## src/hdl/pcie_ep_cfg.svh

```systemverilog
`ifndef PCIE_EP_CFG_SVH
`define PCIE_EP_CFG_SVH

// ----------------------------------------
// Local qword buffer and write TLP limits
// ----------------------------------------
`define BUF_AW          9               // 512 qwords of packet buffer
`define MAX_TLP_QWORDS  16              // 128 byte max payload
`define PAGE_QWORDS     64              // Host page size in qwords

// ----------------------------------------
// BAR0 register map, byte offsets
// ----------------------------------------
`define REG_PAGE0       8'h00           // Page 0 base address
`define REG_PAGE1       8'h08           // Page 1 base address
`define REG_IRQ_EN      8'h10           // Bit 0 enables the legacy interrupt

// ----------------------------------------
// TLP fmt/type codes
// ----------------------------------------
`define FMT_TYPE_MWR32  8'h40           // 3DW memory write from host
`define FMT_TYPE_MWR64  8'h60           // 4DW memory write to host

`endif

```

## src/hdl/pcie_ep_pkg.sv

```systemverilog
`include "pcie_ep_cfg.svh"

package pcie_ep_pkg;

    // ----------------------------------------
    // Vectors with a meaning
    // ----------------------------------------
    typedef logic [63:0]         qword_t;          // One local-link beat
    typedef logic [63:0]         host_addr_t;      // Host byte address
    typedef logic [`BUF_AW-1:0]  buf_ptr_t;        // Qword index into the buffer
    typedef logic [4:0]          qword_cnt_t;      // Payload length, 1 to 16
    typedef logic [15:0]         completer_id_t;   // Bus, device, function
    typedef logic [7:0]          reg_ofs_t;        // BAR0 register offset

    // ----------------------------------------
    // Grouped signals
    // ----------------------------------------
    typedef struct packed {
        host_addr_t  page0_addr;
        host_addr_t  page1_addr;
        logic [1:0]  ready;                        // Page owned by the engine
        logic        irq_en;
    } page_regs_t;

    typedef struct packed {
        host_addr_t  addr;                         // Host target of the TLP
        buf_ptr_t    start;                        // First buffer qword
        qword_cnt_t  count;                        // Payload qwords
    } tlp_cmd_t;

    typedef struct packed {
        qword_t      data;
        logic        sof;                          // Active high here
        logic        eof;
        logic        valid;
        logic        bar0_hit;
    } rx_beat_t;

    // ----------------------------------------
    // State machines
    // ----------------------------------------
    typedef enum logic [1:0] {
        ENG_IDLE,                                  // Look for data and a ready page
        ENG_REQ,                                   // Req high until ack rises
        ENG_ACK_LOW                                // Wait for ack to drop
    } engine_state_t;

    typedef enum logic [2:0] {
        FR_IDLE,
        FR_HDR0,                                   // DW0 and DW1
        FR_HDR1,                                   // 64-bit address
        FR_PAYLOAD,
        FR_DONE                                    // Eof out, then ack
    } framer_state_t;

endpackage

```

## src/hdl/page_reg_decode.sv

```systemverilog
`include "pcie_ep_cfg.svh"

module page_reg_decode (
    input  logic                     trn_clk,
    input  logic                     reset,
    input  pcie_ep_pkg::rx_beat_t    rx_beat,
    input  logic [1:0]               page_free,
    output pcie_ep_pkg::page_regs_t  page_regs
);

    logic [1:0]               beat_cnt;    // Beat index inside the TLP
    logic                     hdr_ok;      // MWr32, 2 DW, BAR0
    pcie_ep_pkg::reg_ofs_t    reg_sel;
    logic [31:0]              data_lo;     // Data DW0 from beat 1
    pcie_ep_pkg::host_addr_t  wr_val;
    logic                     wr_en;
    logic                     wr_page0;
    logic                     wr_page1;
    pcie_ep_pkg::host_addr_t  page0_q;
    pcie_ep_pkg::host_addr_t  page1_q;
    logic [1:0]               ready_q;
    logic                     irq_en_q;

    // ----------------------------------------
    // Write strobe on the third beat
    // ----------------------------------------
    assign wr_en    = rx_beat.valid && rx_beat.eof && !rx_beat.sof &&
                      beat_cnt == 2'd2 && hdr_ok;
    assign wr_val   = {rx_beat.data[63:32], data_lo};    // {DW1, DW0}
    assign wr_page0 = wr_en && reg_sel == `REG_PAGE0;
    assign wr_page1 = wr_en && reg_sel == `REG_PAGE1;

    always_ff @(posedge trn_clk) begin
        if (reset) begin
            beat_cnt <= 2'd0;
            hdr_ok   <= 1'b0;
        end else if (rx_beat.valid) begin
            if (rx_beat.sof) begin
                beat_cnt <= 2'd1;
                hdr_ok   <= rx_beat.bar0_hit &&
                            rx_beat.data[63:56] == `FMT_TYPE_MWR32 &&
                            rx_beat.data[41:32] == 10'd2;     // Length in DW
            end else if (beat_cnt != 2'd3) begin
                beat_cnt <= beat_cnt + 2'd1;                  // Saturates on long TLPs
            end
        end
    end

    // Address DW up, data DW0 down
    always_ff @(posedge trn_clk) begin
        if (rx_beat.valid && !rx_beat.sof && beat_cnt == 2'd1) begin
            reg_sel <= rx_beat.data[39:32];
            data_lo <= rx_beat.data[31:0];
        end
    end

    // ----------------------------------------
    // Register file
    // ----------------------------------------
    always_ff @(posedge trn_clk) begin
        if (wr_page0) begin
            page0_q <= wr_val;
        end
        if (wr_page1) begin
            page1_q <= wr_val;
        end
    end

    always_ff @(posedge trn_clk) begin
        if (reset) begin
            ready_q  <= 2'b00;
            irq_en_q <= 1'b0;
        end else begin
            ready_q <= (ready_q & ~page_free) | {wr_page1, wr_page0};   // Host write wins
            if (wr_en && reg_sel == `REG_IRQ_EN) begin
                irq_en_q <= data_lo[0];
            end
        end
    end

    assign page_regs = '{page0_addr: page0_q,
                         page1_addr: page1_q,
                         ready:      ready_q,
                         irq_en:     irq_en_q};

endmodule

```

## src/hdl/dma_write_engine.sv

```systemverilog
`include "pcie_ep_cfg.svh"

module dma_write_engine (
    input  logic                     trn_clk,
    input  logic                     reset,
    input  pcie_ep_pkg::page_regs_t  page_regs,
    output logic [1:0]               page_free,
    input  pcie_ep_pkg::buf_ptr_t    commited_wr_addr,
    output pcie_ep_pkg::buf_ptr_t    commited_rd_addr,
    output pcie_ep_pkg::tlp_cmd_t    cmd,
    output logic                     cmd_req,
    input  logic                     cmd_ack,
    output logic                     cfg_interrupt_n,
    input  logic                     cfg_interrupt_rdy_n
);

    localparam int OFS_W = $clog2(`PAGE_QWORDS) + 1;    // Holds 0 to PAGE_QWORDS

    pcie_ep_pkg::engine_state_t  state;
    logic                        cur_page;               // Page being filled
    logic [OFS_W-1:0]            page_ofs;               // Qwords already in the page
    logic [OFS_W-1:0]            page_left;
    pcie_ep_pkg::buf_ptr_t       avail;                  // Qwords waiting in the buffer
    pcie_ep_pkg::qword_cnt_t     tlp_cnt;
    pcie_ep_pkg::host_addr_t     page_base;
    logic                        start;
    logic                        page_done;
    logic                        irq_pend;

    // ----------------------------------------
    // Next TLP size and target
    // ----------------------------------------
    assign avail     = commited_wr_addr - commited_rd_addr;       // Wraps with the buffer
    assign page_left = OFS_W'(`PAGE_QWORDS) - page_ofs;
    assign page_base = cur_page ? page_regs.page1_addr : page_regs.page0_addr;
    assign start     = state == pcie_ep_pkg::ENG_IDLE &&
                       page_regs.ready[cur_page] && avail != '0;
    assign page_done = state == pcie_ep_pkg::ENG_REQ && cmd_ack &&
                       page_ofs + OFS_W'(cmd.count) == OFS_W'(`PAGE_QWORDS);

    // Minimum of buffer fill, TLP limit and page room
    always_comb begin
        int unsigned n;
        n = `MAX_TLP_QWORDS;
        if (avail < n) begin
            n = avail;
        end
        if (page_left < n) begin
            n = page_left;
        end
        tlp_cnt = pcie_ep_pkg::qword_cnt_t'(n);
    end

    // Held stable while req is high
    always_ff @(posedge trn_clk) begin
        if (start) begin
            cmd.addr  <= page_base + pcie_ep_pkg::host_addr_t'({page_ofs, 3'b000});
            cmd.start <= commited_rd_addr;
            cmd.count <= tlp_cnt;
        end
    end

    // ----------------------------------------
    // Req/ack sequencing and page tracking
    // ----------------------------------------
    always_ff @(posedge trn_clk) begin
        if (reset) begin
            state            <= pcie_ep_pkg::ENG_IDLE;
            cmd_req          <= 1'b0;
            cur_page         <= 1'b0;
            page_ofs         <= '0;
            commited_rd_addr <= '0;
            page_free        <= 2'b00;
        end else begin
            page_free <= 2'b00;                                   // Single cycle pulse
            case (state)
                pcie_ep_pkg::ENG_IDLE: begin
                    if (start) begin
                        cmd_req <= 1'b1;
                        state   <= pcie_ep_pkg::ENG_REQ;
                    end
                end
                pcie_ep_pkg::ENG_REQ: begin
                    if (cmd_ack) begin                            // Rising ack
                        cmd_req          <= 1'b0;
                        commited_rd_addr <= commited_rd_addr +
                                            pcie_ep_pkg::buf_ptr_t'(cmd.count);
                        if (page_done) begin
                            page_ofs  <= '0;
                            cur_page  <= ~cur_page;               // Ping-pong
                            page_free <= cur_page ? 2'b10 : 2'b01;
                        end else begin
                            page_ofs <= page_ofs + OFS_W'(cmd.count);
                        end
                        state <= pcie_ep_pkg::ENG_ACK_LOW;
                    end
                end
                pcie_ep_pkg::ENG_ACK_LOW: begin
                    if (!cmd_ack) begin
                        state <= pcie_ep_pkg::ENG_IDLE;
                    end
                end
                default: state <= pcie_ep_pkg::ENG_IDLE;
            endcase
        end
    end

    // ----------------------------------------
    // Legacy interrupt handshake
    // ----------------------------------------
    always_ff @(posedge trn_clk) begin
        if (reset) begin
            cfg_interrupt_n <= 1'b1;
            irq_pend        <= 1'b0;
        end else begin
            if (cfg_interrupt_n && irq_pend) begin
                cfg_interrupt_n <= 1'b0;
                irq_pend        <= 1'b0;
            end else if (!cfg_interrupt_n && !cfg_interrupt_rdy_n) begin
                cfg_interrupt_n <= 1'b1;                          // Core took it
            end
            if (page_done && page_regs.irq_en) begin
                irq_pend <= 1'b1;                                 // Kept if one is in flight
            end
        end
    end

endmodule

```

## src/hdl/tlp_tx_framer.sv

```systemverilog
`include "pcie_ep_cfg.svh"

module tlp_tx_framer (
    input  logic                        trn_clk,
    input  logic                        reset,
    input  pcie_ep_pkg::tlp_cmd_t       cmd,
    input  logic                        cmd_req,
    output logic                        cmd_ack,
    input  pcie_ep_pkg::completer_id_t  cfg_completer_id,
    output pcie_ep_pkg::qword_t         trn_td,
    output logic [7:0]                  trn_trem_n,
    output logic                        trn_tsof_n,
    output logic                        trn_teof_n,
    output logic                        trn_tsrc_rdy_n,
    input  logic                        trn_tdst_rdy_n,
    output pcie_ep_pkg::buf_ptr_t       rd_addr,
    input  pcie_ep_pkg::qword_t         rd_data
);

    pcie_ep_pkg::framer_state_t  state;
    pcie_ep_pkg::qword_cnt_t     fetch_left;    // RAM reads still to issue
    pcie_ep_pkg::qword_cnt_t     beats_left;    // Payload beats still to load
    pcie_ep_pkg::qword_t         pf_q;          // Prefetch slot
    logic                        pf_vld;
    logic                        fetch_vld;     // rd_data valid this cycle
    logic                        out_free;      // Output beat empty or taken
    logic                        issue;
    logic                        load_pay;
    pcie_ep_pkg::qword_t         hdr0;

    assign out_free   = trn_tsrc_rdy_n | ~trn_tdst_rdy_n;
    assign issue      = out_free && fetch_left != '0 &&
                        (state == pcie_ep_pkg::FR_HDR1 || state == pcie_ep_pkg::FR_PAYLOAD);
    assign load_pay   = state == pcie_ep_pkg::FR_PAYLOAD && out_free && (pf_vld || fetch_vld);
    assign trn_trem_n = 8'h00;                  // Always full qwords

    // DW0 then DW1, length counted in DW
    assign hdr0 = {`FMT_TYPE_MWR64, 8'h00, 6'b000000, 4'b0000, cmd.count, 1'b0,
                   cfg_completer_id, 8'h00, 8'hFF};

    // ----------------------------------------
    // Prefetch of the RAM output
    // ----------------------------------------
    always_ff @(posedge trn_clk) begin
        if (load_pay) begin
            pf_vld <= 1'b0;
        end else if (fetch_vld) begin
            pf_q   <= rd_data;                  // Stalled, park the read
            pf_vld <= 1'b1;
        end
        if (reset) begin
            pf_vld <= 1'b0;
        end
    end

    // ----------------------------------------
    // Beat sequencing
    // ----------------------------------------
    always_ff @(posedge trn_clk) begin
        if (reset) begin
            state          <= pcie_ep_pkg::FR_IDLE;
            cmd_ack        <= 1'b0;
            trn_tsrc_rdy_n <= 1'b1;
            trn_tsof_n     <= 1'b1;
            trn_teof_n     <= 1'b1;
            fetch_vld      <= 1'b0;
            fetch_left     <= '0;
            beats_left     <= '0;
            rd_addr        <= '0;
        end else begin
            fetch_vld <= issue;
            if (issue) begin
                rd_addr    <= rd_addr + 1'b1;
                fetch_left <= fetch_left - 1'b1;
            end
            if (out_free) begin
                trn_tsrc_rdy_n <= 1'b1;         // Drained unless reloaded below
            end
            case (state)
                pcie_ep_pkg::FR_IDLE: begin
                    if (cmd_req) begin
                        rd_addr    <= cmd.start;
                        fetch_left <= cmd.count;
                        beats_left <= cmd.count;
                        state      <= pcie_ep_pkg::FR_HDR0;
                    end
                end
                pcie_ep_pkg::FR_HDR0: begin
                    if (out_free) begin
                        trn_td         <= hdr0;
                        trn_tsrc_rdy_n <= 1'b0;
                        trn_tsof_n     <= 1'b0;
                        trn_teof_n     <= 1'b1;
                        state          <= pcie_ep_pkg::FR_HDR1;
                    end
                end
                pcie_ep_pkg::FR_HDR1: begin
                    if (out_free) begin
                        trn_td         <= cmd.addr;     // Address high then low
                        trn_tsrc_rdy_n <= 1'b0;
                        trn_tsof_n     <= 1'b1;
                        state          <= pcie_ep_pkg::FR_PAYLOAD;
                    end
                end
                pcie_ep_pkg::FR_PAYLOAD: begin
                    if (load_pay) begin
                        trn_td         <= pf_vld ? pf_q : rd_data;
                        trn_tsrc_rdy_n <= 1'b0;
                        trn_teof_n     <= beats_left != 5'd1;
                        beats_left     <= beats_left - 1'b1;
                        if (beats_left == 5'd1) begin
                            state <= pcie_ep_pkg::FR_DONE;
                        end
                    end
                end
                pcie_ep_pkg::FR_DONE: begin
                    if (cmd_ack) begin
                        if (!cmd_req) begin     // Four-phase close
                            cmd_ack <= 1'b0;
                            state   <= pcie_ep_pkg::FR_IDLE;
                        end
                    end else if (!trn_tsrc_rdy_n && !trn_tdst_rdy_n) begin
                        trn_teof_n <= 1'b1;     // Eof beat taken
                        cmd_ack    <= 1'b1;
                    end
                end
                default: state <= pcie_ep_pkg::FR_IDLE;
            endcase
        end
    end

endmodule

```

## src/hdl/pcie_dma_top.sv

```systemverilog
module pcie_dma_top (
    input  logic                   trn_clk,
    input  logic                   reset,
    // Rx local-link
    input  pcie_ep_pkg::qword_t    trn_rd,
    input  logic                   trn_rsof_n,
    input  logic                   trn_reof_n,
    input  logic                   trn_rsrc_rdy_n,
    input  logic [6:0]             trn_rbar_hit_n,
    // Tx local-link
    output pcie_ep_pkg::qword_t    trn_td,
    output logic [7:0]             trn_trem_n,
    output logic                   trn_tsof_n,
    output logic                   trn_teof_n,
    output logic                   trn_tsrc_rdy_n,
    input  logic                   trn_tdst_rdy_n,
    // Configuration and interrupt
    input  logic [7:0]             cfg_bus_number,
    input  logic [4:0]             cfg_device_number,
    input  logic [2:0]             cfg_function_number,
    output logic                   cfg_interrupt_n,
    input  logic                   cfg_interrupt_rdy_n,
    // Packet buffer
    input  pcie_ep_pkg::buf_ptr_t  commited_wr_addr,
    output pcie_ep_pkg::buf_ptr_t  commited_rd_addr,
    output pcie_ep_pkg::buf_ptr_t  rd_addr,
    input  pcie_ep_pkg::qword_t    rd_data
);

    pcie_ep_pkg::rx_beat_t       rx_beat;
    pcie_ep_pkg::page_regs_t     page_regs;
    pcie_ep_pkg::tlp_cmd_t       cmd;
    pcie_ep_pkg::completer_id_t  cfg_completer_id;
    logic [1:0]                  page_free;
    logic                        cmd_req;
    logic                        cmd_ack;

    // ----------------------------------------
    // Active high view of the rx beat
    // ----------------------------------------
    assign rx_beat = '{data:     trn_rd,
                       sof:      ~trn_rsof_n,
                       eof:      ~trn_reof_n,
                       valid:    ~trn_rsrc_rdy_n,
                       bar0_hit: ~trn_rbar_hit_n[0]};

    assign cfg_completer_id = {cfg_bus_number, cfg_device_number, cfg_function_number};

    page_reg_decode page_reg_decode_mod (
        .trn_clk   (trn_clk),
        .reset     (reset),
        .rx_beat   (rx_beat),
        .page_free (page_free),            // From engine
        .page_regs (page_regs)
    );

    dma_write_engine dma_write_engine_mod (
        .trn_clk             (trn_clk),
        .reset               (reset),
        .page_regs           (page_regs),
        .page_free           (page_free),
        .commited_wr_addr    (commited_wr_addr),
        .commited_rd_addr    (commited_rd_addr),
        .cmd                 (cmd),
        .cmd_req             (cmd_req),   // Four-phase with the framer
        .cmd_ack             (cmd_ack),
        .cfg_interrupt_n     (cfg_interrupt_n),
        .cfg_interrupt_rdy_n (cfg_interrupt_rdy_n)
    );

    tlp_tx_framer tlp_tx_framer_mod (
        .trn_clk          (trn_clk),
        .reset            (reset),
        .cmd              (cmd),
        .cmd_req          (cmd_req),
        .cmd_ack          (cmd_ack),
        .cfg_completer_id (cfg_completer_id),
        .trn_td           (trn_td),
        .trn_trem_n       (trn_trem_n),
        .trn_tsof_n       (trn_tsof_n),
        .trn_teof_n       (trn_teof_n),
        .trn_tsrc_rdy_n   (trn_tsrc_rdy_n),
        .trn_tdst_rdy_n   (trn_tdst_rdy_n),
        .rd_addr          (rd_addr),       // Buffer read port
        .rd_data          (rd_data)
    );

endmodule

```

## config.mk

```make
export PLATFORM = sky130hd
export DESIGN_NAME = pcie_dma_top
export DESIGN_NICKNAME = d
export VERILOG_FILES = /design/src/hdl/pcie_ep_pkg.sv /design/src/hdl/page_reg_decode.sv /design/src/hdl/dma_write_engine.sv /design/src/hdl/tlp_tx_framer.sv /design/src/hdl/pcie_dma_top.sv
export VERILOG_INCLUDE_DIRS = /design/src /design/src/hdl
export SDC_FILE = /design/constraint.sdc
export NUM_CORES = 1
export LEC_CHECK = 0
export BUFFER_PORTS_ARGS = -buffer_cell sky130_fd_sc_hd__buf_4
export CORE_AREA = 2 2 257 132
export CTS_BUF_LIST = sky130_fd_sc_hd__clkbuf_4
export DETAILED_ROUTE_END_ITERATION = 8
export DIE_AREA = 0 0 259 134
export PLACE_DENSITY_LB_ADDON = 0.05
export SYNTH_ARGS = -nofsm -noshare
export SYNTH_HDL_FRONTEND = slang
export SYNTH_SLANG_ARGS = --single-unit
export TNS_END_PERCENT = 20
```

## constraint.sdc

```tcl
create_clock -name trn_clk -period 11.28 [get_ports trn_clk]
set_input_delay 1.128 -clock trn_clk [delete_from_list [all_inputs] [get_ports trn_clk]]
set_output_delay 1.128 -clock trn_clk [all_outputs]
set_load 0.05 [all_outputs]
```

==> qor.yml <==
cts_tree: "done"
grtUsageTotal: 0.283
whs_endpoint: "page_reg_decode_mod.page1_q[7]$_DFFE_PP_"
io_pins: 261
finalPower_mw: 3.71
cts_resized: 0
io_buffers: 246
dp_cells: 2141
hpwlAfterDp_um: 35200
synthDistinctLibCells: 70
synth_top_area_cell: "edfxtp_1"
fin_tns_setup_ns: 0
cts.clk_slew.worst_paths_ns: 0.06
root_buffer: "clkbuf_4"
cp_max_fo: 79
skew_ns: 0.0575
timing.hold.ws_ns: 0.449
drive_gt1_frac: 0.243
cts_max_level: 3
layout.cells.non_filler: 2313
synth-edff-count: 374
yosysTopAreaCellShare: 0.582
rows: 47
timing.fmax_mhz: 216
fin_area_sq_um: 22900
drv_slew: 0
num-nets-final: 2008
period_share: 0.411
rsz0062_at_grt: "no"
power_leakage_nw: 7.87
ant_nets: 0
fin_crit_ns: 4.63
ctsLongestPathBuffers: 3
crit_arrival_ns: 5.19
grt_pass1_vias: 12300
via_count: 13300
mostFrequentLayoutCells: "374 x edfxtp_1, 261 x buf_4, 150 x clkbuf_4, 141 x nand2_1, 114 x nor2_1"
p_per_area_nw_per_um2: 162
maxSlewHeadroom: 0.225
r2r_end: "dma_write_engine_mod.cmd[77]$_DFFE_PP_"
synth_cells: 1504
cp-start-kind: "register"
drv_cap: 0
drt_iter0_markers: 1611
cp-end-kind: "register"
ctsHoldBuffers: 0
setup_viol: 0
hp-class: "reg -> reg"
hold_viol: 0
area_growth_pct: 18.4
path_class: "reg -> reg"
numCtsBuffers: 96
drc: 0
hold_depth: 0
ys_ff_latch: 432
min_from: "page_reg_decode_mod.data_lo[7]$_DFFE_PP_"
ff2ff_path_depth: 8
viasPerCell: 5.76
grt_max_degree: 82
antenna_found_initial: 5
place_worst_setup_slack_ns: 6.18
ys_seq_area_frac: 0.642
reg2reg_from: "dma_write_engine_mod.cur_page$_SDFFE_PP0P_"
placed_cell_area_sq_um: 21600
clock_sinks: 432
syn_area_sq_um: 19300
r2r_slack_ns: 6.65
grt_pass1_wl_um: 72800
start_util: 0.594
status: "completed"
clock_latency_ns: 0.80
avgRoutedWirePerCell_um: 21.5
die_height_um: 134
routed_wl_um: 49600
fin_ws_ns: 6.65
coreArea_sq_um: 32500
synth_flop_cell: "edfxtp_1"
synth_area_per_cell_sq_um: 12.8
layout_commonest_cell: "edfxtp_1"
gp_congestion: 0.909
final_core_utilization: 0.703
cts_setup_buffers: 0
worst_pin_slew_ns: 1.16
yosysWarnings: 0
synth.area.top_cells: "edfxtp_1 58%, dfxtp_1 6.0%, mux2i_1 5.3%, nand2_1 2.7%, ha_1 2.5%"
required_ns: 11.84
drt_pre_antenna_iters: 6
grt_overflow_total: 0
die-width_um: 259
peakVddDrop_mv: 0.111
async_flop_share: 0
fp.dieArea_sq_um: 34700
worst max path at each step:
stage,end,slack [ns],cells after the start,startpoint
final,dma_write_engine_mod.cmd[77]$_DFFE_PP_,6.65,8,dma_write_engine_mod.cur_page$_SDFFE_PP0P_
after global placement,dma_write_engine_mod.cmd[3]$_DFFE_PP_,6.26,20,commited_wr_addr[0]
after detailed placement,dma_write_engine_mod.cmd[3]$_DFFE_PP_,6.18,20,commited_wr_addr[0]
after global routing,dma_write_engine_mod.cmd[65]$_DFFE_PP_,6.45,8,dma_write_engine_mod.cur_page$_SDFFE_PP0P_
after CTS,dma_write_engine_mod.cmd[77]$_DFFE_PP_,6.75,8,dma_write_engine_mod.cur_page$_SDFFE_PP0P_
after floorplan,dma_write_engine_mod.cmd[0]$_DFFE_PP_,2.08,12,commited_wr_addr[0]
worst max-delay path, stage by stage (launching register included):
cell and delay (ns):
dfxtp_4 0.71, buf_4 0.83, nand3_1 0.27, a221oi_1 0.65, o211ai_1 0.38, or4_1 0.86, nor2_4 0.27, nand3_1 0.13
xor2_1 0.31
layout make-up:
| class | instances | area [sq um] |
|---|---|---|
| fillers | 2315 | 9660 |
| flip-flops and latches | 432 | 12400 |
| inverters | 38 | 143 |
| multi-input cells | 969 | 6520 |
| diodes | 2 | 5.00 |
| clock inverters | 20 | 159 |
| repair buffers | 261 | 1960 |
| well taps | 441 | 552 |
| clock buffers | 150 | 1130 |
routing by layer:
metal | up-vias | GRT usage | share of wire
li1 | 6258 | - | -
met1 | 6338 | 0.479 | 0.49
met2 | 659 | 0.345 | 0.38
met3 | 60 | 0.0828 | 0.11
met4 | 0 | 0.0713 | 0.014
met5 | - | 0 | 0
synth_stat cells, types with 13 or more instances:
| library cell | count |
|---|---|
| edfxtp_1 | 374 |
| nand2_1 | 141 |
| nor2_1 | 115 |
| mux2i_1 | 103 |
| o21ai_0 | 79 |
| a21oi_1 | 63 |
| dfxtp_1 | 58 |
| a211oi_1 | 47 |
| clkbuf_1 | 46 |
| xnor2_1 | 46 |
| xor2_1 | 45 |
| ha_1 | 39 |
| inv_1 | 38 |
| nand3_1 | 37 |
| nor2b_1 | 31 |
| nand3b_1 | 16 |
| nor3_1 | 16 |
| mux2_2 | 13 |
| o211ai_1 | 13 |
cells by family (layout without fill, tap and decap cells):
logic type | count (synthesis) | after routing | share of synthesized area
adder cells (fa/ha/maj) | 43 | 43 | 0.0294
AO/OA/AOI/OAI | 280 | 280 | 0.0939
other | 2 | 12 | 0.000389
XOR/XNOR | 91 | 91 | 0.0413
flip-flops | 432 | 432 | 0.642
buffers and inverters | 111 | 469 | 0.0248
multiplexers | 116 | 116 | 0.0610
AND/OR/NAND/NOR | 429 | 429 | 0.107
state kept, by name, indices dropped and copies added (netlist names), 3 cells and up:
| name | count |
|---|---|
| tlp_tx_framer_mod.state | 3 |
| page_reg_decode_mod.data_lo | 32 |
| page_reg_decode_mod.reg_sel | 8 |
| tlp_tx_framer_mod.fetch_left | 5 |
| tlp_tx_framer_mod.trn_td | 64 |
| dma_write_engine_mod.cmd | 78 |
| tlp_tx_framer_mod.rd_addr | 9 |
| dma_write_engine_mod.page_ofs | 7 |
| dma_write_engine_mod.commited_rd_addr | 9 |
| page_reg_decode_mod.page0_q | 64 |
| page_reg_decode_mod.page1_q | 64 |
| tlp_tx_framer_mod.pf_q | 64 |
| tlp_tx_framer_mod.beats_left | 5 |
power by group:
| group | internal, mW | switching (mW) | leakage, nW | total (mW) |
|---|---|---|---|---|
| combinational | 0.166 | 0.398 | 3.26 | 0.564 |
| clock | 0.670 | 0.607 | 0.768 | 1.28 |
| sequential | 1.82 | 0.0458 | 3.84 | 1.86 |
(Power assumes the default switching activity.)
